===== src/hw/ex_pkg.sv =====
//////////////////////////////
// Shared definitions for the execute stage
// Data and register-address widths, the word and address types,
// and the ALU and multiplier opcodes
// Every RTL file refers to these by scoped names
//////////////////////////////

`default_nettype none

package ex_pkg;

  // Data word and register file sizes
  localparam int xlen       = 32;
  localparam int reg_addr_w = 6;
  localparam int shamt_w    = 5;

  typedef logic [xlen-1:0]       word_t;
  typedef logic [reg_addr_w-1:0] reg_addr_t;

  // Most negative signed word, start value of the running max
  localparam word_t word_min = {1'b1, {(xlen-1){1'b0}}};

  // ALU operations, the last four only drive the comparison flag
  typedef enum logic [3:0] {
    ALU_ADD  = 4'd0,
    ALU_SUB  = 4'd1,
    ALU_AND  = 4'd2,
    ALU_OR   = 4'd3,
    ALU_XOR  = 4'd4,
    ALU_SLL  = 4'd5,
    ALU_SRL  = 4'd6,
    ALU_SRA  = 4'd7,
    ALU_SLT  = 4'd8,
    ALU_SLTU = 4'd9,
    ALU_EQ   = 4'd10,
    ALU_NE   = 4'd11,
    ALU_LT   = 4'd12,
    ALU_GE   = 4'd13
  } alu_op_e;

  // Multiplier operations, low product and the three high products
  typedef enum logic [1:0] {
    MUL_LO  = 2'd0,
    MUL_H   = 2'd1,
    MUL_HSU = 2'd2,
    MUL_HU  = 2'd3
  } mul_op_e;

endpackage

`default_nettype wire


===== src/hw/ex_cumulative.sv =====
//////////////////////////////
// Product accumulator
// Adds a_i * b_i (low word) on each enabled edge
// clr_i empties it and wins over en_i
//////////////////////////////

`timescale 1ns/1ns
`default_nettype none

module ex_cumulative (
  input  logic          clk,
  input  logic          rst_n,
  input  logic          clr_i,
  input  logic          en_i,
  input  ex_pkg::word_t a_i,
  input  ex_pkg::word_t b_i,
  output ex_pkg::word_t result_o
);

  ex_pkg::word_t acc_q;
  // Low word of the product only, upper half is dropped
  ex_pkg::word_t prod;

  assign prod = a_i * b_i;

  always_ff @(posedge clk or negedge rst_n) begin
    if (!rst_n) begin
      acc_q <= '0;
    end else if (clr_i) begin
      acc_q <= '0;
    end else if (en_i) begin
      acc_q <= acc_q + prod;
    end
  end

  // A get reads the sum before this cycle's update
  assign result_o = acc_q;

endmodule

`default_nettype wire


===== config.mk =====
export PLATFORM = sky130hd
export DESIGN_NAME = ex_cumulative
export DESIGN_NICKNAME = d
export VERILOG_FILES = /design/src/hw/ex_pkg.sv /design/src/hw/ex_cumulative.sv
export SDC_FILE = /design/constraint.sdc
export NUM_CORES = 1
export LEC_CHECK = 0
export BUFFER_PORTS_ARGS = -buffer_cell sky130_fd_sc_hd__buf_2
export CELL_PAD_IN_SITES_DETAIL_PLACEMENT = 1
export CELL_PAD_IN_SITES_GLOBAL_PLACEMENT = 2
export CORE_UTILIZATION = 44
export DETAILED_ROUTE_END_ITERATION = 8
export PLACE_DENSITY = 0.9
export SYNTH_ARGS = -nofsm -noshare
export SYNTH_HDL_FRONTEND = slang
export SYNTH_SLANG_ARGS = --single-unit

===== constraint.sdc =====
create_clock -name clk -period 20.2 [get_ports clk]
set_input_delay 2.02 -clock clk [delete_from_list [all_inputs] [get_ports clk]]
set_output_delay 2.02 -clock clk [all_outputs]
set_load 0.1 [all_outputs]

==> flow_metrics.env <==
export IMPL_outcome="finished, final reports clean"
export IMPL_viasPerCell=5.20
export IMPL_worst_pin_slew_ps=908
export IMPL_max_slew_margin=0.395
export IMPL_clockBufferDepth=2
export IMPL_initial_antenna_violation_count=3
export IMPL_cts_made_buffers=5
export IMPL_synth_most_common_cell="inv_1"
export IMPL_worstHoldPathType="register to register"
export IMPL_post_synth_main_area_contributors="fa_1 (48%), and2_1 (11%), inv_1 (10%)"
export IMPL_worst_skew_ps=7.58
export IMPL_synth_yosys_seq_area_share=0.0443
export IMPL_report_final_setup_viol=0
export IMPL_yosysWarningCount=0
export IMPL_critical_path_peak_fanout=32
export IMPL_syn_mean_instance_area_um2=9.03
export IMPL_floorplan_rows=73
export IMPL_drive_gt1_frac=0.0571
export IMPL_global_route_wire_length_before_repair_um=86400
export IMPL_synth_net_count=2633
export IMPL_layoutNonFillerInstCount=2540
export IMPL_chipHeight_um=205
export IMPL_total_negative_setup_slack_ps=0
export IMPL_drt_pass1_iterations=5
export IMPL_cts_hold_repair_buffers=0
export IMPL_async_flop_share=1.00
export IMPL_number_of_top_level_pins=100
export IMPL_final_min_clock_period_ps=9150
export IMPL_cp_required_ps=20420
export IMPL_grt_start_max_net_pins=38
export IMPL_seqCellArea_um2=801
export IMPL_fillerInstances=4708
export IMPL_clock_insertion_delay_worst_skew_ps=290
export IMPL_drt_wl_total_um=52900
export IMPL_globalRoute_totalOverflow=0
export IMPL_ys_ff_latch=32
export IMPL_yosysTopAreaCellShare=0.485
export IMPL_syn_instance_count=2003
export IMPL_synthesis_area_um2=18100
export IMPL_grt_use_total=0.271
export IMPL_die_footprint_um2=41900
export IMPL_drtAntennaViolNets=0
export IMPL_floorplan_core_area_um2=40100
export IMPL_postCtsSetupBuffers=0
export IMPL_netlist_top_cell_by_area="fa_1"
export IMPL_final_net_count=2643
export IMPL_detailed_place_hpwl_um=42700
export IMPL_max_clock_freq_ghz=0.109
export IMPL_worst_hold_slack_ps=549
export IMPL_drv_slew=0
export IMPL_synth_edf_count=0
export IMPL_start_kind="input port"
export IMPL_hold_violations=0
export IMPL_multi_input_area_um2=15000
export IMPL_setup_repair_after_global_routing_missed_its_margin="false"
export IMPL_fp_dieW_um=205
export IMPL_crit_path_end_kind="register"
export IMPL_htree_num_levels=2
export IMPL_cts_root_buf="clkbuf_16"
export IMPL_cts_tree="yes"
export IMPL_routed_wire_length_per_instance_um=20.8
export IMPL_cts_num_sinks=32
export IMPL_synth_lib_cells_used_distinct=49
export IMPL_area_growth_pct=5.22
export IMPL_clkTransAtPathRegs_ps=60
export IMPL_drv_cap=0
export IMPL_timing_critical_path_arrival_ps=9370
export IMPL_first_global_vias=15400
export IMPL_dr_total_vias=13200
export IMPL_finalCritPeriodShare=0.453
export IMPL_postSynth_topFlopCell="dfrtp_1"
export IMPL_global_placer_s_final_weighted_congestion=0.900
export IMPL_first_iter_violations=586
export IMPL_timing_worst_setup_path_type="input port to register"
export IMPL_synth_top_cells_by_count="inv_1 (496), fa_1 (438), and2_1 (318)"
export IMPL_largest_register_ff_count=32
export IMPL_numPortBuffers=99
export IMPL_dpl_cell_count=2531
export IMPL_initial_utilization=0.451
export IMPL_post_route_drc_count=0
export IMPL_post_cts_resized_instances=0
critical path, cell delays in order:
cell	delay (ps)
buf_2	520
and2_1	260
fa_1	460
fa_1	520
fa_1	500
inv_1	60
fa_1	530
inv_1	50
fa_1	510
inv_1	60
fa_1	530
inv_1	50
fa_1	500
inv_1	70
fa_1	480
inv_1	50
ha_1	330
and4_1	240
a21o_1	180
a21o_1	190
o31ai_1	490
o31ai_1	180
or4_1	500
nand3_1	80
routing by layer:
layer | GRT usage | vias up | routed length (um)
met5 | 0 | - | 0
met4 | 0.0608 | 0 | 1220
met3 | 0.0159 | 54 | 1900
met2 | 0.471 | 299 | 26900
met1 | 0.372 | 7084 | 22900
li1 | - | 5768 | -
logic make-up after synthesis:
| family | share of synthesized area |
|---|---|
| AOI/OAI and AO/OA | 0.0345 |
| xor gates and xnor gates | 0.0383 |
| adders and majority gates | 0.571 |
| buffers and inverters | 0.124 |
| DFF | 0.0443 |
| muxes | 0.00719 |
| and+or+nand+nor | 0.181 |
path summary, 6_finish.rpt:
kind | from | to | slack (ps) | cells past startpoint
worst max-delay path | b_i[0] | result_o[30]$_DFFE_PN0P_ | 11050 | 24
worst min-delay path | result_o[3]$_DFFE_PN0P_ | result_o[3]$_DFFE_PN0P_ | 550 | 2
worst max register to register | result_o[21]$_DFFE_PN0P_ | result_o[30]$_DFFE_PN0P_ | 12990 | 23
worst min register to register | result_o[3]$_DFFE_PN0P_ | result_o[3]$_DFFE_PN0P_ | 550 | 2
max in group asynchronous | rst_n | result_o[28]$_DFFE_PN0P_ | 17770 | 1
min in group asynchronous | rst_n | result_o[4]$_DFFE_PN0P_ | 1860 | 1
final cells by class:
class | count | share of cell area
Clock inverter | 2 | 0.000526
Antenna cell | 1 | 0.000131
Multi-Input combinational cell | 1376 | 0.791
Inverter | 497 | 0.0980
Timing Repair Buffer | 101 | 0.0268
Sequential cell | 32 | 0.0421
Tap cell | 525 | 0.0345
Clock buffer | 6 | 0.00730
through the flow:
step           setup WS [ps]  utilization  cell area, um^2
2_1_floorplan          11540            -            18100
3_3_place_gp           10950        0.471            18900
3_5_place_dp           10770        0.471            18900
4_1_cts                11050        0.475            19000
5_1_grt                10670        0.475            19000
6_report               11050        0.475            19000
layout by cell type, fill, tap and decap left out, types with 11 or more instances in the layout:
master,count
o21ai_0,14
a21oi_1,27
nor3_1,12
nand3_1,11
xnor2_1,56
buf_2,99
nand2_1,236
xor2_1,15
mux2i_1,13
dfrtp_1,32
fa_1,438
nor2_1,32
and2_1,318
ha_1,124
inv_1,496
Power is not shown: default switching activity piles up to over one toggle a cycle in this logic, so the estimate is an artifact.
