## src/hw/ex_pkg.sv

```systemverilog
//////////////////////////////
// Shared definitions for the execute stage
// Data and register-address widths, the word and address types,
// and the ALU and multiplier opcodes
// Every RTL file refers to these by scoped names
//////////////////////////////

`default_nettype none

package ex_pkg;

  // Data word and register file sizes
  localparam int xlen       = 32;
  localparam int reg_addr_w = 6;
  localparam int shamt_w    = 5;

  typedef logic [xlen-1:0]       word_t;
  typedef logic [reg_addr_w-1:0] reg_addr_t;

  // Most negative signed word, start value of the running max
  localparam word_t word_min = {1'b1, {(xlen-1){1'b0}}};

  // ALU operations, the last four only drive the comparison flag
  typedef enum logic [3:0] {
    ALU_ADD  = 4'd0,
    ALU_SUB  = 4'd1,
    ALU_AND  = 4'd2,
    ALU_OR   = 4'd3,
    ALU_XOR  = 4'd4,
    ALU_SLL  = 4'd5,
    ALU_SRL  = 4'd6,
    ALU_SRA  = 4'd7,
    ALU_SLT  = 4'd8,
    ALU_SLTU = 4'd9,
    ALU_EQ   = 4'd10,
    ALU_NE   = 4'd11,
    ALU_LT   = 4'd12,
    ALU_GE   = 4'd13
  } alu_op_e;

  // Multiplier operations, low product and the three high products
  typedef enum logic [1:0] {
    MUL_LO  = 2'd0,
    MUL_H   = 2'd1,
    MUL_HSU = 2'd2,
    MUL_HU  = 2'd3
  } mul_op_e;

endpackage

`default_nettype wire

```

## src/hw/ex_mult.sv

```systemverilog
//////////////////////////////
// 32x32 multiplier
// MUL_LO returns the low word in the same cycle
// High products are registered and show up one cycle later,
// ready_o is low in the first cycle of a high product
//////////////////////////////

`timescale 1ns/1ns
`default_nettype none

module ex_mult (
  input  logic            clk,
  input  logic            rst_n,
  input  logic            en_i,
  input  ex_pkg::mul_op_e operator_i,
  input  ex_pkg::word_t   op_a_i,
  input  ex_pkg::word_t   op_b_i,
  input  logic            ex_ready_i,
  output ex_pkg::word_t   result_o,
  output logic            ready_o,
  output logic            multicycle_o
);

  logic                               is_high;
  logic                               sign_a;
  logic                               sign_b;
  logic signed [ex_pkg::xlen:0]       a_ext;
  logic signed [ex_pkg::xlen:0]       b_ext;
  logic signed [2*ex_pkg::xlen-1:0]   prod;
  logic                               stage_q;
  ex_pkg::word_t                      hi_q;

  // Operand signedness per opcode
  assign is_high = (operator_i != ex_pkg::MUL_LO);
  assign sign_a  = (operator_i == ex_pkg::MUL_H) || (operator_i == ex_pkg::MUL_HSU);
  assign sign_b  = (operator_i == ex_pkg::MUL_H);

  // One extra bit so unsigned operands stay positive
  assign a_ext = $signed({sign_a & op_a_i[ex_pkg::xlen-1], op_a_i});
  assign b_ext = $signed({sign_b & op_b_i[ex_pkg::xlen-1], op_b_i});
  assign prod  = a_ext * b_ext;

  ////////////////////////////// 
  // High product stage
  //////////////////////////////

  // Set on the first cycle of a high op, held until EX moves on
  always_ff @(posedge clk or negedge rst_n) begin
    if (!rst_n) begin
      stage_q <= 1'b0;
    end else if (stage_q) begin
      if (ex_ready_i) stage_q <= 1'b0;
    end else if (en_i && is_high) begin
      stage_q <= 1'b1;
    end
  end

  always_ff @(posedge clk) begin
    if (en_i && is_high && !stage_q) hi_q <= prod[2*ex_pkg::xlen-1:ex_pkg::xlen];
  end

  assign multicycle_o = en_i & is_high & ~stage_q;
  assign ready_o      = ~multicycle_o;
  assign result_o     = is_high ? hi_q : prod[ex_pkg::xlen-1:0];

  // Idle multiplier never stalls the stage
  a_idle_ready: assert property (@(posedge clk) disable iff (!rst_n) !en_i |-> ready_o);
  // Decoder keeps the high op in EX until its result is taken
  a_op_held: assert property (@(posedge clk) disable iff (!rst_n)
    stage_q |-> en_i && is_high);

endmodule

`default_nettype wire

```

## config.mk

```make
export PLATFORM = sky130hd
export DESIGN_NAME = ex_mult
export DESIGN_NICKNAME = d
export VERILOG_FILES = /design/src/hw/ex_pkg.sv /design/src/hw/ex_mult.sv
export SDC_FILE = /design/constraint.sdc
export NUM_CORES = 2
export LEC_CHECK = 0
export CAP_MARGIN = 20
export CORE_AREA = 2 2 191 381
export CTS_CLUSTER_SIZE = 28
export DETAILED_ROUTE_END_ITERATION = 7
export DIE_AREA = 0 0 193 383
export DONT_BUFFER_PORTS = 1
export PLACE_DENSITY_LB_ADDON = 0.12
export SYNTH_ARGS = -nofsm -noshare
export SYNTH_HDL_FRONTEND = slang
export SYNTH_SLANG_ARGS = --single-unit
```

## constraint.sdc

```tcl
create_clock -name clk -period 10.2 [get_ports clk]
set_input_delay 2.04 -clock clk [delete_from_list [all_inputs] [get_ports clk]]
set_output_delay 2.04 -clock clk [all_outputs]
set_load 0.02 [all_outputs]
```

==> metrics.yaml <==
ys_seq_elements: 33
ant_nets: 0
syn-num-nets: 5742
num-fill-cells: 6427
vias: 28740
yosysWarningCount: 0
synthFlopType: "edfxtp_1"
dpl_worst_slack_ns: -0.4885
syn_avg_cell_area_um2: 9.100
required_ns: 8.16
cts_tree: "yes"
slew_headroom_pct: 52.16
grt_max_degree: 49
layout_min_cycle_time_ns: 10.46
path_max_fanout: 33
synth.distinct_cells: 67
startpoint_type: "input pin"
wl_per_cell_um: 23.70
synth_mux_area_share_pct: 0.6822
worstSkewPairLatency_ns: 0.27
io_pins: 104
hold_viol_final: 0
finalCoreUtilization_pct: 58.55
slowest_stage: "fa_2"
grt_pass1_wl_mm: 188.9
end_kind: "output pin"
timing.fmax_mhz: 95.60
path_buf_inv: 5
multi_input_area_um2: 33700
slew_violations: 0
drc: 0
std_cell_rows: 139
crit_chain: "and2_1, fa_1, inv_1, fa_1, inv_1, fa_1, fa_1, inv_2, fa_1, fa_1, fa_2, inv_2, fa_1, ha_4, buf_4, nand3_1, o211ai_1, a21oi_4, o21ai_2, or3_1, a21oi_2, xnor2_1, mux2_4"
grtUsageTotal_pct: 35.09
cp_common_cell: "fa_1"
worstMarginPinSlew_ns: 0.7102
synthToLayoutAreaGrowth_pct: 5.873
die_area_um2: 73920
dp_hpwl_mm: 96.80
die-width_um: 193
io_buffers: 0
final_cells: 5186
clockBufferDepth: 2
path_delay_family: "adder cells"
yosysSeqAreaShare_pct: 2.500
synth_top_area_share_pct: 57.12
critical_path_arrival_ns: 8.42
synth_edf_count: 32
synthSimpleGateAreaFrac_pct: 14.07
synth_compound_area_share_pct: 3.722
syn-instance-count: 4333
cts-htree-levels: 2
regArea_um2: 985.9
start_util_pct: 55.30
cp_slowest_stage_delay_ns: 0.68
drt-pass1-iter-count: 5
core_um2: 71310
dp.cells: 5165
setup_viol: 6
timing.final.ws_setup_ns: -0.2607
criticalPathCategory: "in2out"
place.gp.congestion: 0.9511
drtIter0Drc: 1695
hp-class: "reg2reg"
synth.area.top_cells: "fa_1 (57%), inv_1 (11%), nand2_1 (7.8%)"
drive_gt1_share_pct: 6.981
drt_wl_total_mm: 122.9
cts_inserted_buffers: 5
async_reset_ff_share_pct: 3.030
cap_violations: 0
synth_xor_area_share_pct: 1.621
fin_crit_sh_pct: 102.6
layout.cells.most_common: "inv_1"
cts.sinks: 33
grt_pass1_vias: 32060
rsz0062_at_grt: "yes"
clkTransAtPathRegs_ns: 0.06
hold_buffers: 0
viasPerCell: 5.541
antenna_found_initial: 4
yosys.area_share.adder_pct: 63.91
synth_top_family_by_area: "adder cells"
grt-ovfl-total: 0
yosysTopAreaCell: "fa_1"
nets: 5677
status: "finished with violations"
final_cell_mix: "inv_1 (1166), fa_1 (1119), nand2_1 (816)"
fp.dieH_um: 383
syn_area_um2: 39430
clockRootBuffer: "clkbuf_16"
violations: "setup timing"
finClkSkew_ns: 0.003033
cell type report:
class                   instances  share of cell area (%)
repair buffers                157                   3.147
well taps                     916                   2.745
multi-input cells            2884                   80.73
inverters                    1187                   10.67
clock buffers                   5                  0.2997
diodes                          1                0.005994
clock inverters                 3                 0.04196
flip-flops and latches         33                   2.362
metrics by stage:
| step | hold WS [ns] | cell area [um2] | TNS, ns |
|---|---|---|---|
| floorplan | 0.5082 | 39600 | -0.5019 |
| global placement | 0.5272 | 40990 | -2.922 |
| detailed placement | 0.5487 | 40990 | -2.977 |
| CTS | 0.5612 | 41320 | -0.9521 |
| global route | 0.6008 | 41750 | -2.049 |
| finish | 0.5652 | 41750 | -0.6077 |
routing by layer:
layer,vias to the layer above,track usage (%),share of wire (%)
met3,331,7.079,7.5
li1,12160,-,-
met2,1052,58.84,49
met1,15190,38.87,33
met5,-,0,0
met4,0,26.54,10
cell usage after synthesis, drive strengths merged (3+ instances only):
cell type / instances
a21oi: 57
nor2b: 9
fa: 1125
inv: 1186
a21o: 41
xor2: 16
nand3: 12
o2111ai: 3
o31ai: 4
and2: 271
buf: 9
nand3b: 6
mux2: 23
a211oi: 8
xnor2: 57
ha: 214
nor4b: 3
nor3: 6
clkbuf: 220
or2: 8
or3: 4
o21a: 5
a31oi: 11
nand2: 823
nand4: 10
o21bai: 11
a311oi: 3
o21ai: 33
edfxtp: 32
o221ai: 5
o211ai: 6
and3: 23
a221o: 3
a221oi: 3
nor2: 48
a2111o: 5
final timing paths:
path,cells after the start,slack (ns),startpoint,to
worst max-delay path,23,-0.26,op_b_i[0],result_o[30]
worst min-delay path,2,0.57,stage_q,stage_q
worst max register to register,4,8.63,stage_q,hi_q[17]
worst min register to register,2,0.57,stage_q,stage_q
max in group asynchronous,0,8.68,rst_n,stage_q
min in group asynchronous,0,1.46,rst_n,stage_q
sequential cells by signal, summed over array words and instances, names as in the netlist:
signal and count:
hi_q 32, stage_q 1
timing repair:
item / CTS / global route
setup buffers: 3 / 10
setup endpoints to repair: 11 / 28
endpoints found under the hold margin: 0 / 0
resized for setup: 36 / 87
pin swaps: 31 / 96
cells by family after synthesis:
kind of cell | after synthesis
buf+inv | 1416
fa+ha+maj | 1339
simple gates | 1233
compound gates | 215
xor+xnor | 73
flops | 33
mux | 24
worst register-to-register path, cell delays in order (launching register included):
cell and delay (ns):
dfrtp_1 0.36, inv_1 0.07, nand3b_1 0.24, inv_1 0.12
buf_4 0.41
Power is left out: the tool's default activity adds up to more than one toggle a clock period on the data nets, which glitch-free logic cannot reach.
