--- src/hw/ex_pkg.sv ---
//////////////////////////////
// Shared definitions for the execute stage
// Data and register-address widths, the word and address types,
// and the ALU and multiplier opcodes
// Every RTL file refers to these by scoped names
//////////////////////////////

`default_nettype none

package ex_pkg;

  // Data word and register file sizes
  localparam int xlen       = 32;
  localparam int reg_addr_w = 6;
  localparam int shamt_w    = 5;

  typedef logic [xlen-1:0]       word_t;
  typedef logic [reg_addr_w-1:0] reg_addr_t;

  // Most negative signed word, start value of the running max
  localparam word_t word_min = {1'b1, {(xlen-1){1'b0}}};

  // ALU operations, the last four only drive the comparison flag
  typedef enum logic [3:0] {
    ALU_ADD  = 4'd0,
    ALU_SUB  = 4'd1,
    ALU_AND  = 4'd2,
    ALU_OR   = 4'd3,
    ALU_XOR  = 4'd4,
    ALU_SLL  = 4'd5,
    ALU_SRL  = 4'd6,
    ALU_SRA  = 4'd7,
    ALU_SLT  = 4'd8,
    ALU_SLTU = 4'd9,
    ALU_EQ   = 4'd10,
    ALU_NE   = 4'd11,
    ALU_LT   = 4'd12,
    ALU_GE   = 4'd13
  } alu_op_e;

  // Multiplier operations, low product and the three high products
  typedef enum logic [1:0] {
    MUL_LO  = 2'd0,
    MUL_H   = 2'd1,
    MUL_HSU = 2'd2,
    MUL_HU  = 2'd3
  } mul_op_e;

endpackage

`default_nettype wire

--- src/hw/ex_ctrl.sv ---
//////////////////////////////
// Execute stage control
// Picks the forwarding write data, holds the EX/WB register
// for load writebacks and derives ex_ready and ex_valid
//////////////////////////////

`timescale 1ns/1ns
`default_nettype none

module ex_ctrl (
  input  logic              clk,
  input  logic              rst_n,
  input  logic              alu_en_i,
  input  logic              cml_en_i,
  input  logic              cml_get_i,
  input  logic              max_en_i,
  input  logic              max_get_i,
  input  logic              mult_en_i,
  input  logic              csr_access_i,
  input  logic              lsu_en_i,
  input  logic              lsu_ready_ex_i,
  input  logic              lsu_err_i,
  input  logic              wb_ready_i,
  input  logic              branch_in_ex_i,
  input  logic              regfile_alu_we_i,
  input  logic              regfile_we_i,
  input  logic              mult_ready_i,
  input  ex_pkg::reg_addr_t regfile_alu_waddr_i,
  input  ex_pkg::reg_addr_t regfile_waddr_i,
  input  ex_pkg::word_t     alu_result_i,
  input  ex_pkg::word_t     cml_result_i,
  input  ex_pkg::word_t     max_result_i,
  input  ex_pkg::word_t     mult_result_i,
  input  ex_pkg::word_t     csr_rdata_i,
  input  ex_pkg::word_t     lsu_rdata_i,
  output logic              regfile_alu_we_fw_o,
  output ex_pkg::reg_addr_t regfile_alu_waddr_fw_o,
  output ex_pkg::word_t     regfile_alu_wdata_fw_o,
  output logic              regfile_we_wb_o,
  output ex_pkg::reg_addr_t regfile_waddr_wb_o,
  output ex_pkg::word_t     regfile_wdata_wb_o,
  output logic              ex_ready_o,
  output logic              ex_valid_o
);

  logic              cml_sel;
  logic              max_sel;
  logic              units_ready;
  logic              lsu_we;
  logic              we_q;
  ex_pkg::reg_addr_t waddr_q;

  assign cml_sel = cml_en_i | cml_get_i;
  assign max_sel = max_en_i | max_get_i;

  ////////////////////////////// 
  // Forwarding port
  //////////////////////////////

  // Later selects override earlier ones
  always_comb begin
    regfile_alu_wdata_fw_o = '0;
    if (alu_en_i)     regfile_alu_wdata_fw_o = alu_result_i;
    if (cml_sel)      regfile_alu_wdata_fw_o = cml_result_i;
    if (max_sel)      regfile_alu_wdata_fw_o = max_result_i;
    if (mult_en_i)    regfile_alu_wdata_fw_o = mult_result_i;
    if (csr_access_i) regfile_alu_wdata_fw_o = csr_rdata_i;
  end

  assign regfile_alu_we_fw_o    = regfile_alu_we_i;
  assign regfile_alu_waddr_fw_o = regfile_alu_waddr_i;

  ////////////////////////////// 
  // EX/WB register
  //////////////////////////////

  // Faulting loads never write back
  assign lsu_we = regfile_we_i & ~lsu_err_i;

  always_ff @(posedge clk or negedge rst_n) begin
    if (!rst_n) begin
      we_q    <= 1'b0;
      waddr_q <= '0;
    end else if (ex_valid_o) begin
      we_q <= lsu_we;
      if (lsu_we) waddr_q <= regfile_waddr_i;
    end else if (wb_ready_i) begin
      // Nothing new, flush the slot
      we_q <= 1'b0;
    end
  end

  assign regfile_we_wb_o    = we_q;
  assign regfile_waddr_wb_o = waddr_q;
  assign regfile_wdata_wb_o = lsu_rdata_i;

  // Branches finish in EX without needing WB
  assign units_ready = mult_ready_i & lsu_ready_ex_i & wb_ready_i;
  assign ex_ready_o  = units_ready | branch_in_ex_i;
  assign ex_valid_o  = (alu_en_i | mult_en_i | csr_access_i | lsu_en_i) & units_ready;

  // Decoder drives at most one result source per instruction
  a_one_src: assert property (@(posedge clk) disable iff (!rst_n)
    $onehot0({alu_en_i, cml_sel, max_sel, mult_en_i, csr_access_i}));

endmodule

`default_nettype wire

--- config.mk ---
export PLATFORM = sky130hd
export DESIGN_NAME = ex_ctrl
export DESIGN_NICKNAME = d
export VERILOG_FILES = /design/src/hw/ex_pkg.sv /design/src/hw/ex_ctrl.sv
export SDC_FILE = /design/constraint.sdc
export NUM_CORES = 1
export LEC_CHECK = 0
export BUFFER_PORTS_ARGS = -buffer_cell sky130_fd_sc_hd__buf_2
export CAP_MARGIN = 20
export CORE_AREA = 2 2 117 119
export CTS_CLUSTER_DIAMETER = 60
export DETAILED_ROUTE_END_ITERATION = 8
export DIE_AREA = 0 0 119 121
export PLACE_DENSITY = 0.59
export RECOVER_POWER = 100
export SYNTH_ARGS = -nofsm -noshare
export SYNTH_HDL_FRONTEND = slang
export SYNTH_SLANG_ARGS = --single-unit
--- constraint.sdc ---
create_clock -name clk -period 1 [get_ports clk]
set_clock_uncertainty 0.05 [all_clocks]
set_input_delay 0.05 -clock clk [delete_from_list [all_inputs] [get_ports clk]]
set_output_delay 0.05 -clock clk [all_outputs]
set_load 0.1 [all_outputs]
==> run summary <==
Crit path max-delay family: buffers and inverters
Main combinational cell family by area after synthesis: compound AO/OA/AOI/OAI gates
Core ar.: 13100 um^2
CP endpoint kind: output port
Die width: 119 um
#FFs+latches synth: 7
Failing checks: negative setup slack
Number of global-route vias before repair: 3399
Syn. warnings: 0
Crit path max fanout: 8
Die Y: 121 um
Max-cap check violation count: 0
Critical Path AT: 1330 ps
Row count: 42
Min cycle time layout: 1430 ps
Area share of and/or/nand/nor cells after synthesis: 2.86%
TritonRoute pass-1 iters: 4
Final setup vio count: 32
# H-tree levels: 1
Clk buf depth: 2
Startpoint types: primary input
Grt ovf: 0
Highest-count cells in the layout ignoring fill and taps: buf_2 (174), buf_4 (47), buf_12 (41)
# IOs: 301
Mux cell area share after synthesis: 3.67%
Req. time, crit path: 900 ps
DR iter-0 viols: 165
N_diodes: 0
Hpwl dp: 9.78 mm
Pre-CTS setup slack: -611 ps
CTS tree: yes
Lkg Pwr: 0.00206 uW
Switching pwr: 2560 uW
Cts bufs inserted: 3
Mapped Nets: 479
I/O Buffers: 222
Commonest non-fill, non-tap cell in the layout: buf_2
Antenna violations before repair: 1
Final net count: 702
Post-route total power: 4950 uW
Final hold vios: 0
Die area: 14400 um^2
Slew @ Worst Pin: 407 ps
Antenna viol nets, final: 0
Comb pwr share: 78.1%
Routed length per placed instance: 19.7 um
Synth Instances: 258
DR vias/cell: 4.82
Critical-path cell list: buf_6 -> or2_4 -> buf_16 -> a311oi_2 -> buf_4 -> o21ai_4 -> buf_12
Mean Syn Cell Area: 7.13 um^2
FILL cells: 1290
Worst ir drop on vdd: 1.12 mV
Seq/Total Area, Yosys: 9.52%
Switching share of power: 51.7%
Slew HR: 72.9%
CTS clk-pin slew, worst paths: 40 ps
CP bufs+invs: 4
Slowest-stage cell, CP: or2_4
Max Freq: 698 MHz
Largest net degree at the start of global routing: 23
Global-route wire length before repair: 18.1 mm
Unrepaired setup endpoints after global routing: yes
Area Growth Syn to Fin: 163%
Residual DRC count: 0
CTS Root Cell: clkbuf_16
PwrDens: 1020 nW/um^2
Kind of critical path: primary input to output port
Share of layout cells above drive strength 1: 79.2%
Syn Std Cell Area: 1840 um^2
Worst min path class: primary input to register
Final GP Congestion: 0.907
Outcome: finished, violations left
Crit-path max cell delay: 320 ps
Cell Int Power: 2390 uW
Final period utilization: 143%
Synth cell types: 20
Clk pwr share: 13.7%
Reg power frac: 8.2%
Final worst slack: -433 ps
Detailed Route WL: 12.9 mm
Clock Sinks: 7
Initial Util: 14.1%
Clock Latency Late Sink: 230 ps
Gr usage total: 16.0%
Via count: 3162
XOR/XNOR Fraction of Synth Area: 0%
Final slew viol count: 0
Post-Synth Adder-Cell Area: 0%
Post-synthesis compound-gate area fraction: 60.8%
==> state kept, by name (all words and copies together) (netlist names) <==
signal / flops
regfile_we_wb_o: 1
regfile_waddr_wb_o: 6
==> cell usage after synthesis, drive strengths merged <==
library cell / n / area, um^2
a2111oi: 1 / 27.5
nand2b: 1 / 6.26
a22oi: 31 / 233
nor2b: 1 / 6.26
clkbuf: 29 / 109
o21ai: 64 / 320
a21o: 1 / 7.51
and3b: 1 / 8.76
a311oi: 32 / 280
a21oi: 2 / 10.0
or2: 1 / 6.26
dfrtp: 7 / 175
mux2: 6 / 67.6
nor2: 4 / 20.0
buf: 42 / 310
o21a: 32 / 240
inv: 2 / 7.51
nand3: 1 / 5.00
==> power groups by stage <==
| stage | logic, uW | clock network (uW) | registers (uW) |
|---|---|---|---|
| floorplan | 2530 | 0 | 832 |
| global placement | 3730 | 0 | 427 |
| detailed placement | 3770 | 0 | 433 |
| CTS | 3880 | 700 | 431 |
| global route | 4000 | 718 | 414 |
| finish | 3870 | 679 | 405 |
==> cell type report <==
| cell class | count | area, um^2 | share of cell area (%) |
|---|---|---|---|
| Timing Repair Buffer | 289 | 2410 | 49.9 |
| Sequential cell | 7 | 183 | 3.78 |
| Tap cell | 176 | 220 | 4.56 |
| Clock buffer | 4 | 78.8 | 1.63 |
| Multi-Input combinational cell | 178 | 1930 | 39.9 |
| Inverter | 2 | 7.51 | 0.155 |
==> through the flow <==
step	cell area (um^2)	TNS [ps]	instances	hold slack, ps	utilization (%)
detailed placement	4350	-14730	640	-160	33.2
global placement	4350	-14370	640	-163	33.2
floorplan	2430	-12760	258	-296	-
global route	4830	-12330	656	6.81	36.9
CTS	4640	-12920	651	7.17	35.4
finish	4830	-11180	656	8.27	36.9
==> path summary, 6_finish.rpt <==
| path | start | endpoint | slack, ps | depth (start not counted) |
|---|---|---|---|---|
| max in group asynchronous | rst_n | regfile_waddr_wb_o[3]$_DFFE_PN0P_ | 410 | 2 |
| worst max-delay path | max_en_i | regfile_alu_wdata_fw_o[21] | -430 | 7 |
| min in group asynchronous | rst_n | regfile_waddr_wb_o[5]$_DFFE_PN0P_ | 190 | 2 |
| worst max register to register | regfile_waddr_wb_o[3]$_DFFE_PN0P_ | regfile_waddr_wb_o[3]$_DFFE_PN0P_ | 150 | 1 |
| worst min-delay path | regfile_waddr_i[5] | regfile_waddr_wb_o[5]$_DFFE_PN0P_ | 8 | 2 |
| worst min register to register | regfile_we_wb_o$_DFFE_PN0P_ | regfile_we_wb_o$_DFFE_PN0P_ | 470 | 1 |
==> layer usage <==
metal | global-route usage (%) | wire (um)
met1 | 16.2 | 4290
met2 | 30.4 | 6940
met3 | 4.42 | 1230
met4 | 6.99 | 456
met5 | 0.368 | 13
==> cell families (layout without fill, tap and decap cells) <==
logic type	count (synthesis)	count (layout)
buffers and inverters	73	295
DFF	7	7
AOI/OAI and AO/OA	163	163
muxes	6	6
and+or+nand+nor	9	9
==> what timing repair did <==
action / CTS / global route
hold buffers: 4 / 0
gates cloned: 3 / 3
resized for setup: 20 / 37
setup buffers: 0 / 2
endpoints found under the setup margin: 38 / 38
pin swaps: 3 / 26
hold endpoints to repair: 10 / 0
Note: power is estimated with default switching activity, not from simulation.
