File: config.mk
export PLATFORM = sky130hd
export DESIGN_NAME = ex_max
export DESIGN_NICKNAME = d
export VERILOG_FILES = /design/src/hw/ex_pkg.sv /design/src/hw/ex_max.sv
export SDC_FILE = /design/constraint.sdc
export NUM_CORES = 1
export LEC_CHECK = 0
export BUFFER_PORTS_ARGS = -buffer_cell sky130_fd_sc_hd__buf_2
export CAP_MARGIN = 40
export CORE_MARGIN = 2
export CORE_UTILIZATION = 55
export CTS_CLUSTER_SIZE = 28
export DETAILED_ROUTE_END_ITERATION = 10
export PLACE_DENSITY = 0.84
export SYNTH_ARGS = -nofsm -noshare
export SYNTH_HDL_FRONTEND = slang
export SYNTH_SLANG_ARGS = --single-unit
File: constraint.sdc
create_clock -name clk -period 3.5 [get_ports clk]
set_input_delay 0.35 -clock clk [delete_from_list [all_inputs] [get_ports clk]]
set_output_delay 0.35 -clock clk [all_outputs]
set_load 0.1 [all_outputs]
File: src/hw/ex_pkg.sv
//////////////////////////////
// Shared definitions for the execute stage
// Data and register-address widths, the word and address types,
// and the ALU and multiplier opcodes
// Every RTL file refers to these by scoped names
//////////////////////////////

`default_nettype none

package ex_pkg;

  // Data word and register file sizes
  localparam int xlen       = 32;
  localparam int reg_addr_w = 6;
  localparam int shamt_w    = 5;

  typedef logic [xlen-1:0]       word_t;
  typedef logic [reg_addr_w-1:0] reg_addr_t;

  // Most negative signed word, start value of the running max
  localparam word_t word_min = {1'b1, {(xlen-1){1'b0}}};

  // ALU operations, the last four only drive the comparison flag
  typedef enum logic [3:0] {
    ALU_ADD  = 4'd0,
    ALU_SUB  = 4'd1,
    ALU_AND  = 4'd2,
    ALU_OR   = 4'd3,
    ALU_XOR  = 4'd4,
    ALU_SLL  = 4'd5,
    ALU_SRL  = 4'd6,
    ALU_SRA  = 4'd7,
    ALU_SLT  = 4'd8,
    ALU_SLTU = 4'd9,
    ALU_EQ   = 4'd10,
    ALU_NE   = 4'd11,
    ALU_LT   = 4'd12,
    ALU_GE   = 4'd13
  } alu_op_e;

  // Multiplier operations, low product and the three high products
  typedef enum logic [1:0] {
    MUL_LO  = 2'd0,
    MUL_H   = 2'd1,
    MUL_HSU = 2'd2,
    MUL_HU  = 2'd3
  } mul_op_e;

endpackage

`default_nettype wire

File: src/hw/ex_max.sv
//////////////////////////////
// Running signed maximum
// Each enabled edge keeps the largest of the register, a_i and b_i
// clr_i brings it back to the most negative word
//////////////////////////////

`timescale 1ns/1ns
`default_nettype none

module ex_max (
  input  logic          clk,
  input  logic          rst_n,
  input  logic          clr_i,
  input  logic          en_i,
  input  ex_pkg::word_t a_i,
  input  ex_pkg::word_t b_i,
  output ex_pkg::word_t result_o
);

  ex_pkg::word_t max_q;
  ex_pkg::word_t ab_max;
  ex_pkg::word_t next_max;

  always_comb begin
    // Larger operand first, then against the stored value
    ab_max   = ($signed(a_i) > $signed(b_i)) ? a_i : b_i;
    next_max = ($signed(ab_max) > $signed(max_q)) ? ab_max : max_q;
  end

  always_ff @(posedge clk or negedge rst_n) begin
    if (!rst_n) begin
      max_q <= ex_pkg::word_min;
    end else if (clr_i) begin
      max_q <= ex_pkg::word_min;
    end else if (en_i) begin
      max_q <= next_max;
    end
  end

  assign result_o = max_q;

endmodule

`default_nettype wire

==> results of run 1 <==
==> cell usage after synthesis (2+ instances only) <==
| cell | count | area share [%] |
|---|---|---|
| clkbuf_1 | 26 | 2.6 |
| o21a_1 | 3 | 0.59 |
| nor2_1 | 2 | 0.20 |
| and2_1 | 4 | 0.66 |
| o21ai_0 | 37 | 4.9 |
| a2111oi_0 | 2 | 0.46 |
| nand3_1 | 6 | 0.79 |
| ha_1 | 64 | 21 |
| a21oi_1 | 24 | 3.2 |
| a21o_1 | 4 | 0.79 |
| a221oi_1 | 2 | 0.46 |
| inv_1 | 67 | 6.6 |
| dfrtp_1 | 31 | 20 |
| nand2b_1 | 3 | 0.49 |
| nand2_1 | 44 | 4.4 |
| nor3_1 | 34 | 4.5 |
| buf_12 | 3 | 1.6 |
| and4_1 | 2 | 0.46 |
| nor4_1 | 3 | 0.49 |
| a311oi_2 | 30 | 12 |
| or3_1 | 2 | 0.33 |
| nand4_1 | 47 | 7.8 |
| o21ai_1 | 4 | 0.53 |
==> kinds of logic after synthesis <==
logic type                 synth area share (%)
adders and majority gates                 21.12
buffers and inverters                     11.18
DFF                                       21.15
and+or+nand+nor                           20.85
AOI/OAI and AO/OA                         25.70
==> through the flow <==
step | std cells | area, µm²
floorplan | 464 | 4065
detailed placement | 748 | 5554
global placement | 747 | 5534
==> flow_summary_export.csv, run 1 <==
group,metric,value,unit
die,floorplan.initialDensity,56.44,%
logic_synthesis,syn-mean-instance-area,8.173,µm²
die,die_y,87.04,µm
cts,cts_buffers,5,
placed_design,dp_hpwl,10970,µm
die,pin_count,100,
cts,ctsHoldBuffers,0,
cts,cts_root_buffer,"clkbuf_8",
logic_synthesis,synth_edf_count,0,
cts,cts_sinks,32,
cts,clockBufferDepth,2,
outcome,haltStage,"clock tree synthesis",
die,rows,30,
logic_synthesis,synth_cells,464,
outcome,toolErrorMsg,"[ERROR DPL-0038] Utilization greater than 100%, impossible to legalize",
logic_synthesis,ys_ff_latch,32,
outcome,status,"aborted with a tool error",
logic_synthesis,synth-main-ff-cell,"dfrtp_1",
cts,post_cts_buffers,49,
logic_synthesis,synth_cell_types,43,
placed_design,io_buffers,99,
placed_design,place_ws,-1.302,ns
cts,htree_levels,2,
logic_synthesis,yosys_warnings,0,
die,die_w,87.04,µm
logic_synthesis,ys_seq_area_share,21.15,%
logic_synthesis,syn_area,3792,µm²
logic_synthesis,syn-num-nets,596,
cts,postCtsResizedCells,183,
logic_synthesis,async_reset_ff_share,100.0,%
placed_design,gp_congestion,0.9087,
==> run 2: changes to the inputs <==
--- a/config.mk
+++ b/config.mk
@@ -8,10 +8,9 @@
 export BUFFER_PORTS_ARGS = -buffer_cell sky130_fd_sc_hd__buf_2
 export CAP_MARGIN = 40
 export CORE_MARGIN = 2
-export CORE_UTILIZATION = 55
-export CTS_CLUSTER_SIZE = 28
+export CORE_UTILIZATION = 40
 export DETAILED_ROUTE_END_ITERATION = 10
-export PLACE_DENSITY = 0.84
+export PLACE_DENSITY_LB_ADDON = 0.15
 export SYNTH_ARGS = -nofsm -noshare
 export SYNTH_HDL_FRONTEND = slang
 export SYNTH_SLANG_ARGS = --single-unit
==> flow_summary_export.csv, run 2 <==
group,metric,value,unit
outcome,status,"complete, but fails checks",
outcome,violations,"negative setup slack",
logic_synthesis,synthTopCellsByCount,"67 x inv_1, 64 x ha_1, 47 x nand4_1",
logic_synthesis,yosysMostFrequentCell,"inv_1",
power_and_ir_drop,power.density,740.3,nW/µm²
setup_path,critical-path-slowest-cell,"nor4_2",
die,pin_count,100,
grt,antenna_found_initial,0,
detailed_routing,viasPerCell,6.143,
power_and_ir_drop,intPower,2.449,mW
final_layout,final_common_cell,"buf_4",
grt,grt_start_max_net_pins,33,
timing,worst_slew_pin_slew,0.8402,ns
setup_path,r2r-end,"result_o[1]",
cts,cts_root_buffer,"clkbuf_8",
cts,cts_tree,"done",
power_and_ir_drop,power.share.sequential,13.0,%
cts,cts.clk_slew.worst_paths,0.09,ns
setup_path,path_cells,"buf_4 -> inv_2 -> ha_4 -> nand4_1 -> buf_4 -> nor3_1 -> a22o_1 -> a2111oi_4 -> o21a_4 -> buf_12 -> buf_16 -> o21ai_2 -> nand2_2 -> ha_4 -> nand4_1 -> buf_4 -> nor4_2 -> a21boi_2 -> and2_1 -> o2bb2ai_4 -> buf_12 -> buf_16 -> nor3_1 -> a311oi_2",
cts,insertion_delay,0.29,ns
power_and_ir_drop,p_switching,3.138,mW
timing,post-route-period-util,125.6,%
timing,clock.fmax,227.4,MHz
setup_path,critPathTopFamily,"simple AND/OR/NAND/NOR gates",
power_and_ir_drop,power_leakage,3.378,nW
logic_synthesis,synth-main-ff-cell,"dfrtp_1",
setup_path,worstSetupStartpoint,"b_i[30]",
final_layout,area_growth,99.01,%
setup_path,crit_top_cell,"buf_4",
final_layout,largest_reg_flops,32,
logic_synthesis,ys_seq_area_share,21.15,%
placed_design,gp_congestion,0.8777,
grt,grt_usage,31.71,%
logic_synthesis,synth_edf_count,0,
timing,setup_tns,-25.78,ns
logic_synthesis,synthTopCellsByArea,"ha_1 21%, dfrtp_1 20%, a311oi_2 12%",
timing,min_period,4.397,ns
run,cap_viol_max_count,0,
die,rows,35,
die,die_w,101.4,µm
timing,worst_slack,-0.8971,ns
power_and_ir_drop,vdd_drop_max,353.3,µV
setup_path,startpoint_type,"input pin",
grt,grt_pass1_vias,4944,
grt,overflow,0,
timing,hold_viol,0,
power_and_ir_drop,clock_power_share,7.5,%
min_path,min_path_type,"in -> async",
detailed_routing,ant_nets,0,
final_layout,final_cell_mix,"158 x buf_4, 75 x buf_2, 47 x nand4_1, 45 x inv_1, 42 x ha_4",
cts,htree_levels,2,
placed_design,place_ws,-1.271,ns
final_layout,diodes,0,
logic_synthesis,synth_area_leader_cell,"ha_1",
cts,cts_sinks,32,
setup_path,r2r-start,"result_o[31]",
setup_path,worstPathArrival,4.56,ns
logic_synthesis,yosys_warnings,0,
setup_path,crit_required,3.66,ns
setup_path,critPathMaxFanout,5,
detailed_routing,drc_errors,0,
setup_path,critPathBufInv,8,
power_and_ir_drop,power.total,5.588,mW
power_and_ir_drop,swShare,56.16,%
setup_path,end_kind,"flop",
setup_path,critical_path_class,"in -> reg",
logic_synthesis,syn-num-nets,596,
placed_design,dpl.cell_count,810,
detailed_routing,routedWlPerCell,23.05,µm
placed_design,io_buffers,99,
final_layout,final_cell_count_no_fill,863,
detailed_routing,routed_wl,19890,µm
die,floorplan.initialDensity,41.04,%
final_layout,final_util,81.68,%
power_and_ir_drop,pwr-share-comb,79.5,%
timing,skew,0.01815,ns
cts,cts_buffers,5,
timing,setup_violations,32,
logic_synthesis,synth_cell_types,43,
timing,slew_headroom,43.99,%
logic_synthesis,synth.top_cell.area_share,21.12,%
setup_path,r2r_cells,13,
grt,grt_pass1_wl,25270,µm
logic_synthesis,ys_ff_latch,32,
logic_synthesis,synth_cells,464,
setup_path,cp_slowest_stage_delay,0.33,ns
cts,clockBufferDepth,2,
timing,rsz0062_at_grt,"true",
placed_design,dp_hpwl,10140,µm
detailed_routing,dr.pass1.iters,5,
final_layout,drive_gt1_share,66.76,%
detailed_routing,vias,5301,
final_layout,nets,865,
die,die_area,10280,µm²
logic_synthesis,syn_area,3792,µm²
timing,finalMaxSlewViolations,0,
die,fp.coreArea,9240,µm²
detailed_routing,drt-initial-drc-count,427,
die,die_y,101.4,µm
logic_synthesis,syn-mean-instance-area,8.173,µm²
setup_path,ff2ff_setup_slack,0.56,ns
logic_synthesis,async_reset_ff_share,100.0,%
==> run 2: cell counts after synthesis <==
Identical to the previous run, type by type.
==> run 2: area by class of cell <==
cell class                      count  area (µm²)
Clock buffer                        7       96.34
Clock inverter                      1       30.03
Fill cell                         481        1693
Inverter                           67       279.0
Multi-Input combinational cell    334        3631
Sequential cell                    32       802.0
Tap cell                          129       161.4
Timing Repair Buffer              293        2547
==> run 2: worst max path at each step <==
stage | endpoint | depth (start not counted)
floorplan | result_o[0] | 20
global placement | result_o[5] | 21
detailed placement | result_o[3] | 23
CTS | result_o[8] | 22
global route | result_o[1] | 24
finish | result_o[1] | 24
==> run 2: cell families (layout without fill, tap and decap cells) <==
family                   after synthesis  in the layout  share of synthesized area (%)
buffers and inverters                 98            368                          11.18
adder cells (fa/ha/maj)               64             64                          21.12
AND/OR/NAND/NOR                      151            151                          20.85
AO/OA/AOI/OAI                        119            119                          25.70
flip-flops                            32             32                          21.15
==> run 2: through the flow <==
stage | area, µm² | hold WS [ns]
floorplan | 4065 | 0.05441
finish | 7547 | 0.1540
detailed placement | 5713 | 0.4742
global placement | 5693 | 0.4643
global route | 7547 | 0.2014
CTS | 6975 | 0.1728
==> run 2: layer usage <==
layer	share of wire, %	global-route usage [%]
met1	36	38.88
met2	46	55.48
met3	10	6.073
met4	6.9	11.02
met5	0	0
==> run 2: power groups by stage <==
stage | sequential (mW) | clock, mW | combinational (mW)
final | 0.727 | 0.417 | 4.44
after global routing | 0.733 | 0.430 | 4.61
after CTS | 0.697 | 0.402 | 3.84
after detailed placement | 0.683 | 0 | 3.27
after global placement | 0.679 | 0 | 3.21
after floorplan | 1.82 | 0 | 1.33
==> run 2: what timing repair did <==
item	CTS	global route
pin swaps	28	24
endpoints found under the setup margin	32	32
buffers inserted	19	15
gates resized for setup	149	96
hold buffers	0	0
cloned	9	5
No activity file was read; power rests on OpenSTA's default activity.
