--- config.mk ---
export PLATFORM = sky130hd
export DESIGN_NAME = ex_alu
export DESIGN_NICKNAME = d
export VERILOG_FILES = /design/src/hw/ex_pkg.sv /design/src/hw/ex_alu.sv
export SDC_FILE = /design/constraint.sdc
export NUM_CORES = 1
export LEC_CHECK = 0
export BUFFER_PORTS_ARGS = -buffer_cell sky130_fd_sc_hd__buf_2
export CAP_MARGIN = 20
export CORE_MARGIN = 3
export CORE_UTILIZATION = 68
export DETAILED_ROUTE_END_ITERATION = 6
export PLACE_DENSITY = 0.91
export SETUP_SLACK_MARGIN = 0.4
export SLEW_MARGIN = 10
export SYNTH_ARGS = -nofsm -noshare
export SYNTH_HDL_FRONTEND = slang
export SYNTH_SLANG_ARGS = --single-unit
--- constraint.sdc ---
create_clock -name vclk -period 9.3
set_input_delay 0.93 -clock vclk [all_inputs]
set_output_delay 0.93 -clock vclk [all_outputs]
set_load 0.01 [all_outputs]
--- src/hw/ex_pkg.sv ---
//////////////////////////////
// Shared definitions for the execute stage
// Data and register-address widths, the word and address types,
// and the ALU and multiplier opcodes
// Every RTL file refers to these by scoped names
//////////////////////////////

`default_nettype none

package ex_pkg;

  // Data word and register file sizes
  localparam int xlen       = 32;
  localparam int reg_addr_w = 6;
  localparam int shamt_w    = 5;

  typedef logic [xlen-1:0]       word_t;
  typedef logic [reg_addr_w-1:0] reg_addr_t;

  // Most negative signed word, start value of the running max
  localparam word_t word_min = {1'b1, {(xlen-1){1'b0}}};

  // ALU operations, the last four only drive the comparison flag
  typedef enum logic [3:0] {
    ALU_ADD  = 4'd0,
    ALU_SUB  = 4'd1,
    ALU_AND  = 4'd2,
    ALU_OR   = 4'd3,
    ALU_XOR  = 4'd4,
    ALU_SLL  = 4'd5,
    ALU_SRL  = 4'd6,
    ALU_SRA  = 4'd7,
    ALU_SLT  = 4'd8,
    ALU_SLTU = 4'd9,
    ALU_EQ   = 4'd10,
    ALU_NE   = 4'd11,
    ALU_LT   = 4'd12,
    ALU_GE   = 4'd13
  } alu_op_e;

  // Multiplier operations, low product and the three high products
  typedef enum logic [1:0] {
    MUL_LO  = 2'd0,
    MUL_H   = 2'd1,
    MUL_HSU = 2'd2,
    MUL_HU  = 2'd3
  } mul_op_e;

endpackage

`default_nettype wire

--- src/hw/ex_alu.sv ---
//////////////////////////////
// Single-cycle integer ALU
// Arithmetic, logic, shifts and set-less-than on result_o
// Comparison opcodes raise cmp_o, used as the branch decision
//////////////////////////////

`timescale 1ns/1ns
`default_nettype none

module ex_alu (
  input  ex_pkg::alu_op_e operator_i,
  input  ex_pkg::word_t   operand_a_i,
  input  ex_pkg::word_t   operand_b_i,
  output ex_pkg::word_t   result_o,
  output logic            cmp_o
);

  // Shift amount from the low bits of operand b
  logic [ex_pkg::shamt_w-1:0] shamt;

  assign shamt = operand_b_i[ex_pkg::shamt_w-1:0];

  always_comb begin
    result_o = '0;
    cmp_o    = 1'b0;
    case (operator_i)
      ex_pkg::ALU_ADD: result_o = operand_a_i + operand_b_i;
      ex_pkg::ALU_SUB: result_o = operand_a_i - operand_b_i;
      ex_pkg::ALU_AND: result_o = operand_a_i & operand_b_i;
      ex_pkg::ALU_OR:  result_o = operand_a_i | operand_b_i;
      ex_pkg::ALU_XOR: result_o = operand_a_i ^ operand_b_i;
      ex_pkg::ALU_SLL: result_o = operand_a_i << shamt;
      ex_pkg::ALU_SRL: result_o = operand_a_i >> shamt;
      // Arithmetic shift keeps the sign bit
      ex_pkg::ALU_SRA: result_o = ex_pkg::word_t'($signed(operand_a_i) >>> shamt);
      ex_pkg::ALU_SLT: begin
        cmp_o    = $signed(operand_a_i) < $signed(operand_b_i);
        result_o = {{(ex_pkg::xlen-1){1'b0}}, cmp_o};
      end
      ex_pkg::ALU_SLTU: begin
        cmp_o    = operand_a_i < operand_b_i;
        result_o = {{(ex_pkg::xlen-1){1'b0}}, cmp_o};
      end
      // Branch comparisons, result stays zero
      ex_pkg::ALU_EQ: cmp_o = (operand_a_i == operand_b_i);
      ex_pkg::ALU_NE: cmp_o = (operand_a_i != operand_b_i);
      ex_pkg::ALU_LT: cmp_o = $signed(operand_a_i) < $signed(operand_b_i);
      ex_pkg::ALU_GE: cmp_o = $signed(operand_a_i) >= $signed(operand_b_i);
      default: begin
        result_o = '0;
        cmp_o    = 1'b0;
      end
    endcase
  end

endmodule

`default_nettype wire

==> metrics.csv, run 1 <==
stage;metric;value;unit
routing;wirelength;37700;um
routing;wl_per_cell;25.7;um
flow_run;maxCapViolCount;0;
place;hpwl;28600;um
power_and_ir_drop;power.leakage;4.01;nW
routing;dr.pass1.iters;7;
place;io_buffers;101;
power_and_ir_drop;power.density;64.7;nW/um^2
grt;antenna_found_initial;2;
synthesis;syn_inst;1279;
timing;finalCriticalPeriod;6.13;ns
clock_network;post_cts_buffers;0;
setup_path;crit_buf_inv;5;
cells_and_area;n_clock_buffer;0;
grt;first_global_vias;10186;
floorplan;ios;101;
power_and_ir_drop;p_total;598;uW
setup_path;slowest_delay;0.80;ns
min_path;min_path_type;in -> out;
synthesis;yosys-top-cells-count;nor2_1 (146), a21oi_1 (121), nand2_1 (102);
place;gp_congestion;1.10;
place;dp_worst_setup_slack;3.35;ns
routing;remaining_drc_errors;18;
setup_path;slowest_stage;a2111oi_1;
timing;post-route-period-util;65.9;%
cells_and_area;regArea;0;um^2
timing;grt_setup_unrepaired;false;
synthesis;synth_nets;1449;
cells_and_area;seq_cells;0;
timing;hold_viol;0;
routing;vias_per_cell;7.84;
grt;grt_max_degree;73;
setup_path;worst-endpoint-arrival;5.20;ns
routing;drtIter0Drc;2519;
synthesis;seq_area_frac_synth;0;%
power_and_ir_drop;ir_worst_vdd;0.0546;mV
floorplan;die_y;120;um
cells_and_area;diodes;0;
cells_and_area;fin_nets;1467;
synthesis;synth_top_area_share;14.1;%
synthesis;yosys.area.top_type;ha_1;
timing;setup_viol;0;
floorplan;core-area;12700;um^2
synthesis;synth_area_per_cell;6.92;um^2
cells_and_area;area_delta_synth_final;4.33;%
cells_and_area;fin_cells;1467;
grt;grt_pass1_wl;57100;um
setup_path;critical_path_class;in -> out;
synthesis;yosys_warnings;0;
timing;final.setup.worst_slack;3.17;ns
setup_path;crit_required;8.37;ns
synthesis;synth_area_leaders;ha_1 (14%), mux4_2 (11%), a21oi_1 (6.8%);
routing;detail-route-antenna-nets;0;
setup_path;worst-path-max-fanout;55;
timing;totalNegativeSetupSlack;0;ns
timing;drv_slew;0;
place;placedCellCount;1466;
status;outcome;complete, but fails checks;
floorplan;die_area;14400;um^2
clock_network;holdBufCountCts;0;
timing;worst_slew_pin_slew;0.885;ns
status;violations;DRC;
synthesis;yosysMostFrequentCell;nor2_1;
timing;maxSlewHeadroom;40.5;%
synthesis;ys_types;80;
setup_path;cp_top_family;compound AO/OA/AOI/OAI gates;
floorplan;row_count;41;
setup_path;crit_chain;buf_2 > buf_4 > inv_2 > buf_4 > ha_1 > nor2b_1 > o31a_1 > a2111oi_1 > o21ai_1 > nand2_1 > o21ai_1 > o2111ai_1 > mux2i_1 > a211o_1 > buf_2;
floorplan;die_w;120;um
cells_and_area;drive_gt1_share;14.6;%
clock_network;cts_resized;0;
timing;max_freq;163;MHz
grt;grt.overflow.total;0;
synthesis;syn_area;8850;um^2
setup_path;end_kind;output port;
routing;via_count;11503;
floorplan;start_util;69.8;%
grt;grt_usage;49.7;%
setup_path;cp-start-kind;input pin;
[layout make-up]
class | instances | area [um^2]
inverter | 98 | 368
fill | 1075 | 3440
timing repair buffer | 119 | 641
multi-input combinational | 1078 | 8010
tap | 172 | 215
[where the power goes]
group | internal, mW | total (mW) | switching, mW | leakage (nW)
clock | 0 | 0 | 0 | 0
sequential | 0 | 0 | 0 | 0
combinational | 0.212 | 0.598 | 0.386 | 4.01
[placed cells by master (no fill, tap or decap), types with 8 or more instances in the layout]
master / instances
inv_1: 94
o21bai_1: 22
o21ai_0: 100
a21oi_1: 121
a221o_1: 9
a211oi_1: 23
nand3_1: 32
nor4_1: 14
a22oi_1: 9
ha_1: 100
nand2_1: 102
buf_2: 100
o221ai_1: 14
a31oi_1: 16
o22ai_1: 12
nor3_1: 30
o31ai_1: 12
buf_4: 18
a2111oi_0: 8
a21o_1: 17
mux2i_1: 42
nand2b_1: 11
mux4_2: 44
a221oi_1: 20
o211ai_1: 28
nor2_1: 146
a211o_1: 11
[cells by family after synthesis]
family          share of synthesized area (%)
fa+ha+maj                                14.6
xor+xnor                                0.396
mux                                      18.8
simple gates                             19.3
buf+inv                                  9.69
compound gates                           37.3
[worst min-delay path: cells and delay by family]
kind / cells / cell delay, ns
AND/OR/NAND/NOR: 1 / 0.09
AO/OA/AOI/OAI: 1 / 0.10
buffers and inverters: 2 / 0.32
[stage by stage]
step | cell area [um^2] | hold slack, ns | util, %
6_report | 9230 | 2.38 | 72.8
3_5_place_dp | 9230 | 2.34 | 72.8
2_1_floorplan | 8850 | 2.11 | -
4_1_cts | 9230 | 2.34 | 72.8
3_3_place_gp | 9230 | 2.34 | 72.8
5_1_grt | 9230 | 2.38 | 72.8
[final timing paths]
path / start / cells past startpoint / endpoint / slack, ns
min: operator_i[3] / 4 / cmp_o / 2.38
max: operand_b_i[2] / 15 / result_o[30] / 3.17
[layer usage]
| layer | vias to the layer above | track usage [%] | routed length [um] |
|---|---|---|---|
| met1 | 5127 | 65.3 | 13000 |
| li1 | 4874 | - | - |
| met2 | 1226 | 74.1 | 15200 |
| met3 | 274 | 10.7 | 5970 |
| met5 | - | 0 | 7 |
| met4 | 2 | 30.5 | 3560 |
Power figures use the tool's default switching activity.
==> run 2: changes to the inputs <==
--- a/config.mk
+++ b/config.mk
@@ -8,9 +8,9 @@
 export BUFFER_PORTS_ARGS = -buffer_cell sky130_fd_sc_hd__buf_2
 export CAP_MARGIN = 20
 export CORE_MARGIN = 3
-export CORE_UTILIZATION = 68
+export CORE_UTILIZATION = 63
 export DETAILED_ROUTE_END_ITERATION = 6
-export PLACE_DENSITY = 0.91
+export PLACE_DENSITY = 0.85
 export SETUP_SLACK_MARGIN = 0.4
 export SLEW_MARGIN = 10
 export SYNTH_ARGS = -nofsm -noshare
==> constraint.sdc (replaced) <==
create_clock -name vclk -period 5.7
set_input_delay 0.57 -clock vclk [all_inputs]
set_output_delay 0.57 -clock vclk [all_outputs]
set_load 0.01 [all_outputs]
==> metrics.csv, run 2 (synthesis results as in run 1) <==
stage;metric;value;unit;change
cells_and_area;area_delta_synth_final;4.58;%;
grt;grt_pass1_wl;58800;um;+3.0%
setup_path;slowest_stage;buf_4;;
floorplan;die_area;15500;um^2;+7.5%
setup_path;cp-start-kind;input pin;;
status;violations;DRC;;
cells_and_area;drive_gt1_share;14.8;%;+0.21 points
floorplan;start_util;65.5;%;-4.3 points
cells_and_area;multi_input_area;8010;um^2;about the same
timing;max_freq;211;MHz;
power_and_ir_drop;power.leakage;4.01;nW;+0.24%
setup_path;cp_top_family;compound AO/OA/AOI/OAI gates;;
setup_path;crit_chain;buf_4 > ha_1 > inv_1 > fa_1 > nor2b_1 > o31a_1 > a2111oi_1 > o21ai_1 > nand2_1 > o21ai_1 > mux2i_1 > a221oi_1 > o21ai_0 > buf_2;;
cells_and_area;n_clock_buffer;0;;unchanged
timing;finalCriticalPeriod;4.73;ns;
timing;fin_hold_ws;1.69;ns;-0.685 ns
cells_and_area;regArea;0;um^2;unchanged
place;place_area;9250;um^2;+0.24%
grt;grt.overflow.total;0;;unchanged
floorplan;ios;101;;unchanged
place;hpwl;29700;um;+4.1%
min_path;worstHoldStart;operator_i[3];;
cells_and_area;mostFrequentLayoutCell;nor2_1;;
routing;detail-route-antenna-nets;0;;unchanged
min_path;whs_path_depth;4;;unchanged
timing;grt_setup_unrepaired;false;;
setup_path;path_common_cell;o21ai_1;;
timing;worst_slew_pin_slew;1.13;ns;+0.244 ns
flow_run;maxCapViolCount;0;;unchanged
grt;first_global_vias;10142;;-0.43%
routing;remaining_drc_errors;12;;-6
cells_and_area;seq_cells;0;;unchanged
power_and_ir_drop;p_total;978;uW;+64%
timing;maxSlewHeadroom;24.3;%;-16 points
floorplan;die_y;125;um;+3.7%
timing;setup_viol;0;;unchanged
setup_path;crit_required;5.13;ns;-3.24 ns
clock_network;holdBufCountCts;0;;unchanged
grt;grt_usage;46.6;%;-3.1 points
min_path;min_path_type;in -> out;;
routing;dr.pass1.iters;7;;unchanged
status;outcome;complete, but fails checks;;
clock_network;post_cts_buffers;0;;unchanged
setup_path;crit_buf_inv;3;;-2
setup_path;slowest_delay;0.50;ns;-0.30 ns
timing;post-route-period-util;83.0;%;
floorplan;row_count;42;;+2.4%
grt;antenna_found_initial;0;;-2
cells_and_area;fin_util;68.5;%;-4.3 points
routing;drtIter0Drc;1995;;-21%
setup_path;critical_path_class;in -> out;;
clock_network;cts_resized;0;;unchanged
min_path;hold_end;cmp_o;;
routing;vias_per_cell;7.74;;-1.3%
cells_and_area;fin_nets;1469;;+0.14%
cells_and_area;postLayoutCellArea;9250;um^2;+0.24%
cells_and_area;fin_cells;1473;;+0.41%
routing;wl_per_cell;26.2;um;+1.8%
place;gp_congestion;1.10;;-0.40%
routing;wirelength;38600;um;+2.2%
timing;totalNegativeSetupSlack;0;ns;unchanged
timing;drv_slew;0;;unchanged
setup_path;worst-path-max-fanout;46;;-16%
power_and_ir_drop;ir_worst_vdd;0.0996;mV;+82%
cells_and_area;diodes;0;;unchanged
place;placedCellCount;1472;;+0.41%
timing;hold_viol;0;;unchanged
floorplan;core-area;13500;um^2;+6.6%
timing;final.setup.worst_slack;0.969;ns;-2.20 ns
place;io_buffers;101;;unchanged
setup_path;worst-endpoint-arrival;4.16;ns;-1.04 ns
routing;via_count;11399;;-0.90%
grt;grt_max_degree;69;;-5.5%
floorplan;die_w;125;um;+3.7%
cells_and_area;mostFrequentLayoutCells;nor2_1 (145), a21oi_1 (121), nand2_1 (102);;
setup_path;end_kind;output port;;
power_and_ir_drop;power.density;106;nW/um^2;+63%
place;dp_worst_setup_slack;1.08;ns;-2.27 ns
cells_and_area;final.fill_count;1263;;+17%
==> run 2: metal layers <==
layer | part of all wire, % | global-route usage, %
met4 | 9.0 | 31.1
met3 | 15 | 9.86
met2 | 41 | 68.4
met1 | 36 | 61.3
met5 | 0 | 0
==> run 2: worst max path at each step <==
stage | from | endpoint | slack (ns) | cells after the start
floorplan | operand_b_i[2] | result_o[27] | 0.87 | 15
global placement | operand_b_i[0] | result_o[19] | 1.24 | 12
detailed placement | operand_b_i[0] | result_o[19] | 1.08 | 12
CTS | operand_b_i[0] | result_o[19] | 1.06 | 12
global route | operand_b_i[0] | result_o[19] | 0.72 | 12
finish | operand_b_i[0] | result_o[24] | 0.97 | 14
==> run 2: layout make-up <==
class                      count  area share (%)
multi-input combinational   1078            86.6
tap                          176            2.38
inverter                      98            3.98
timing repair buffer         121            7.09
==> run 2: report_power, final <==
part	internal, mW	switching (mW)
clock	0	0
sequential	0	0
combinational	0.347	0.632
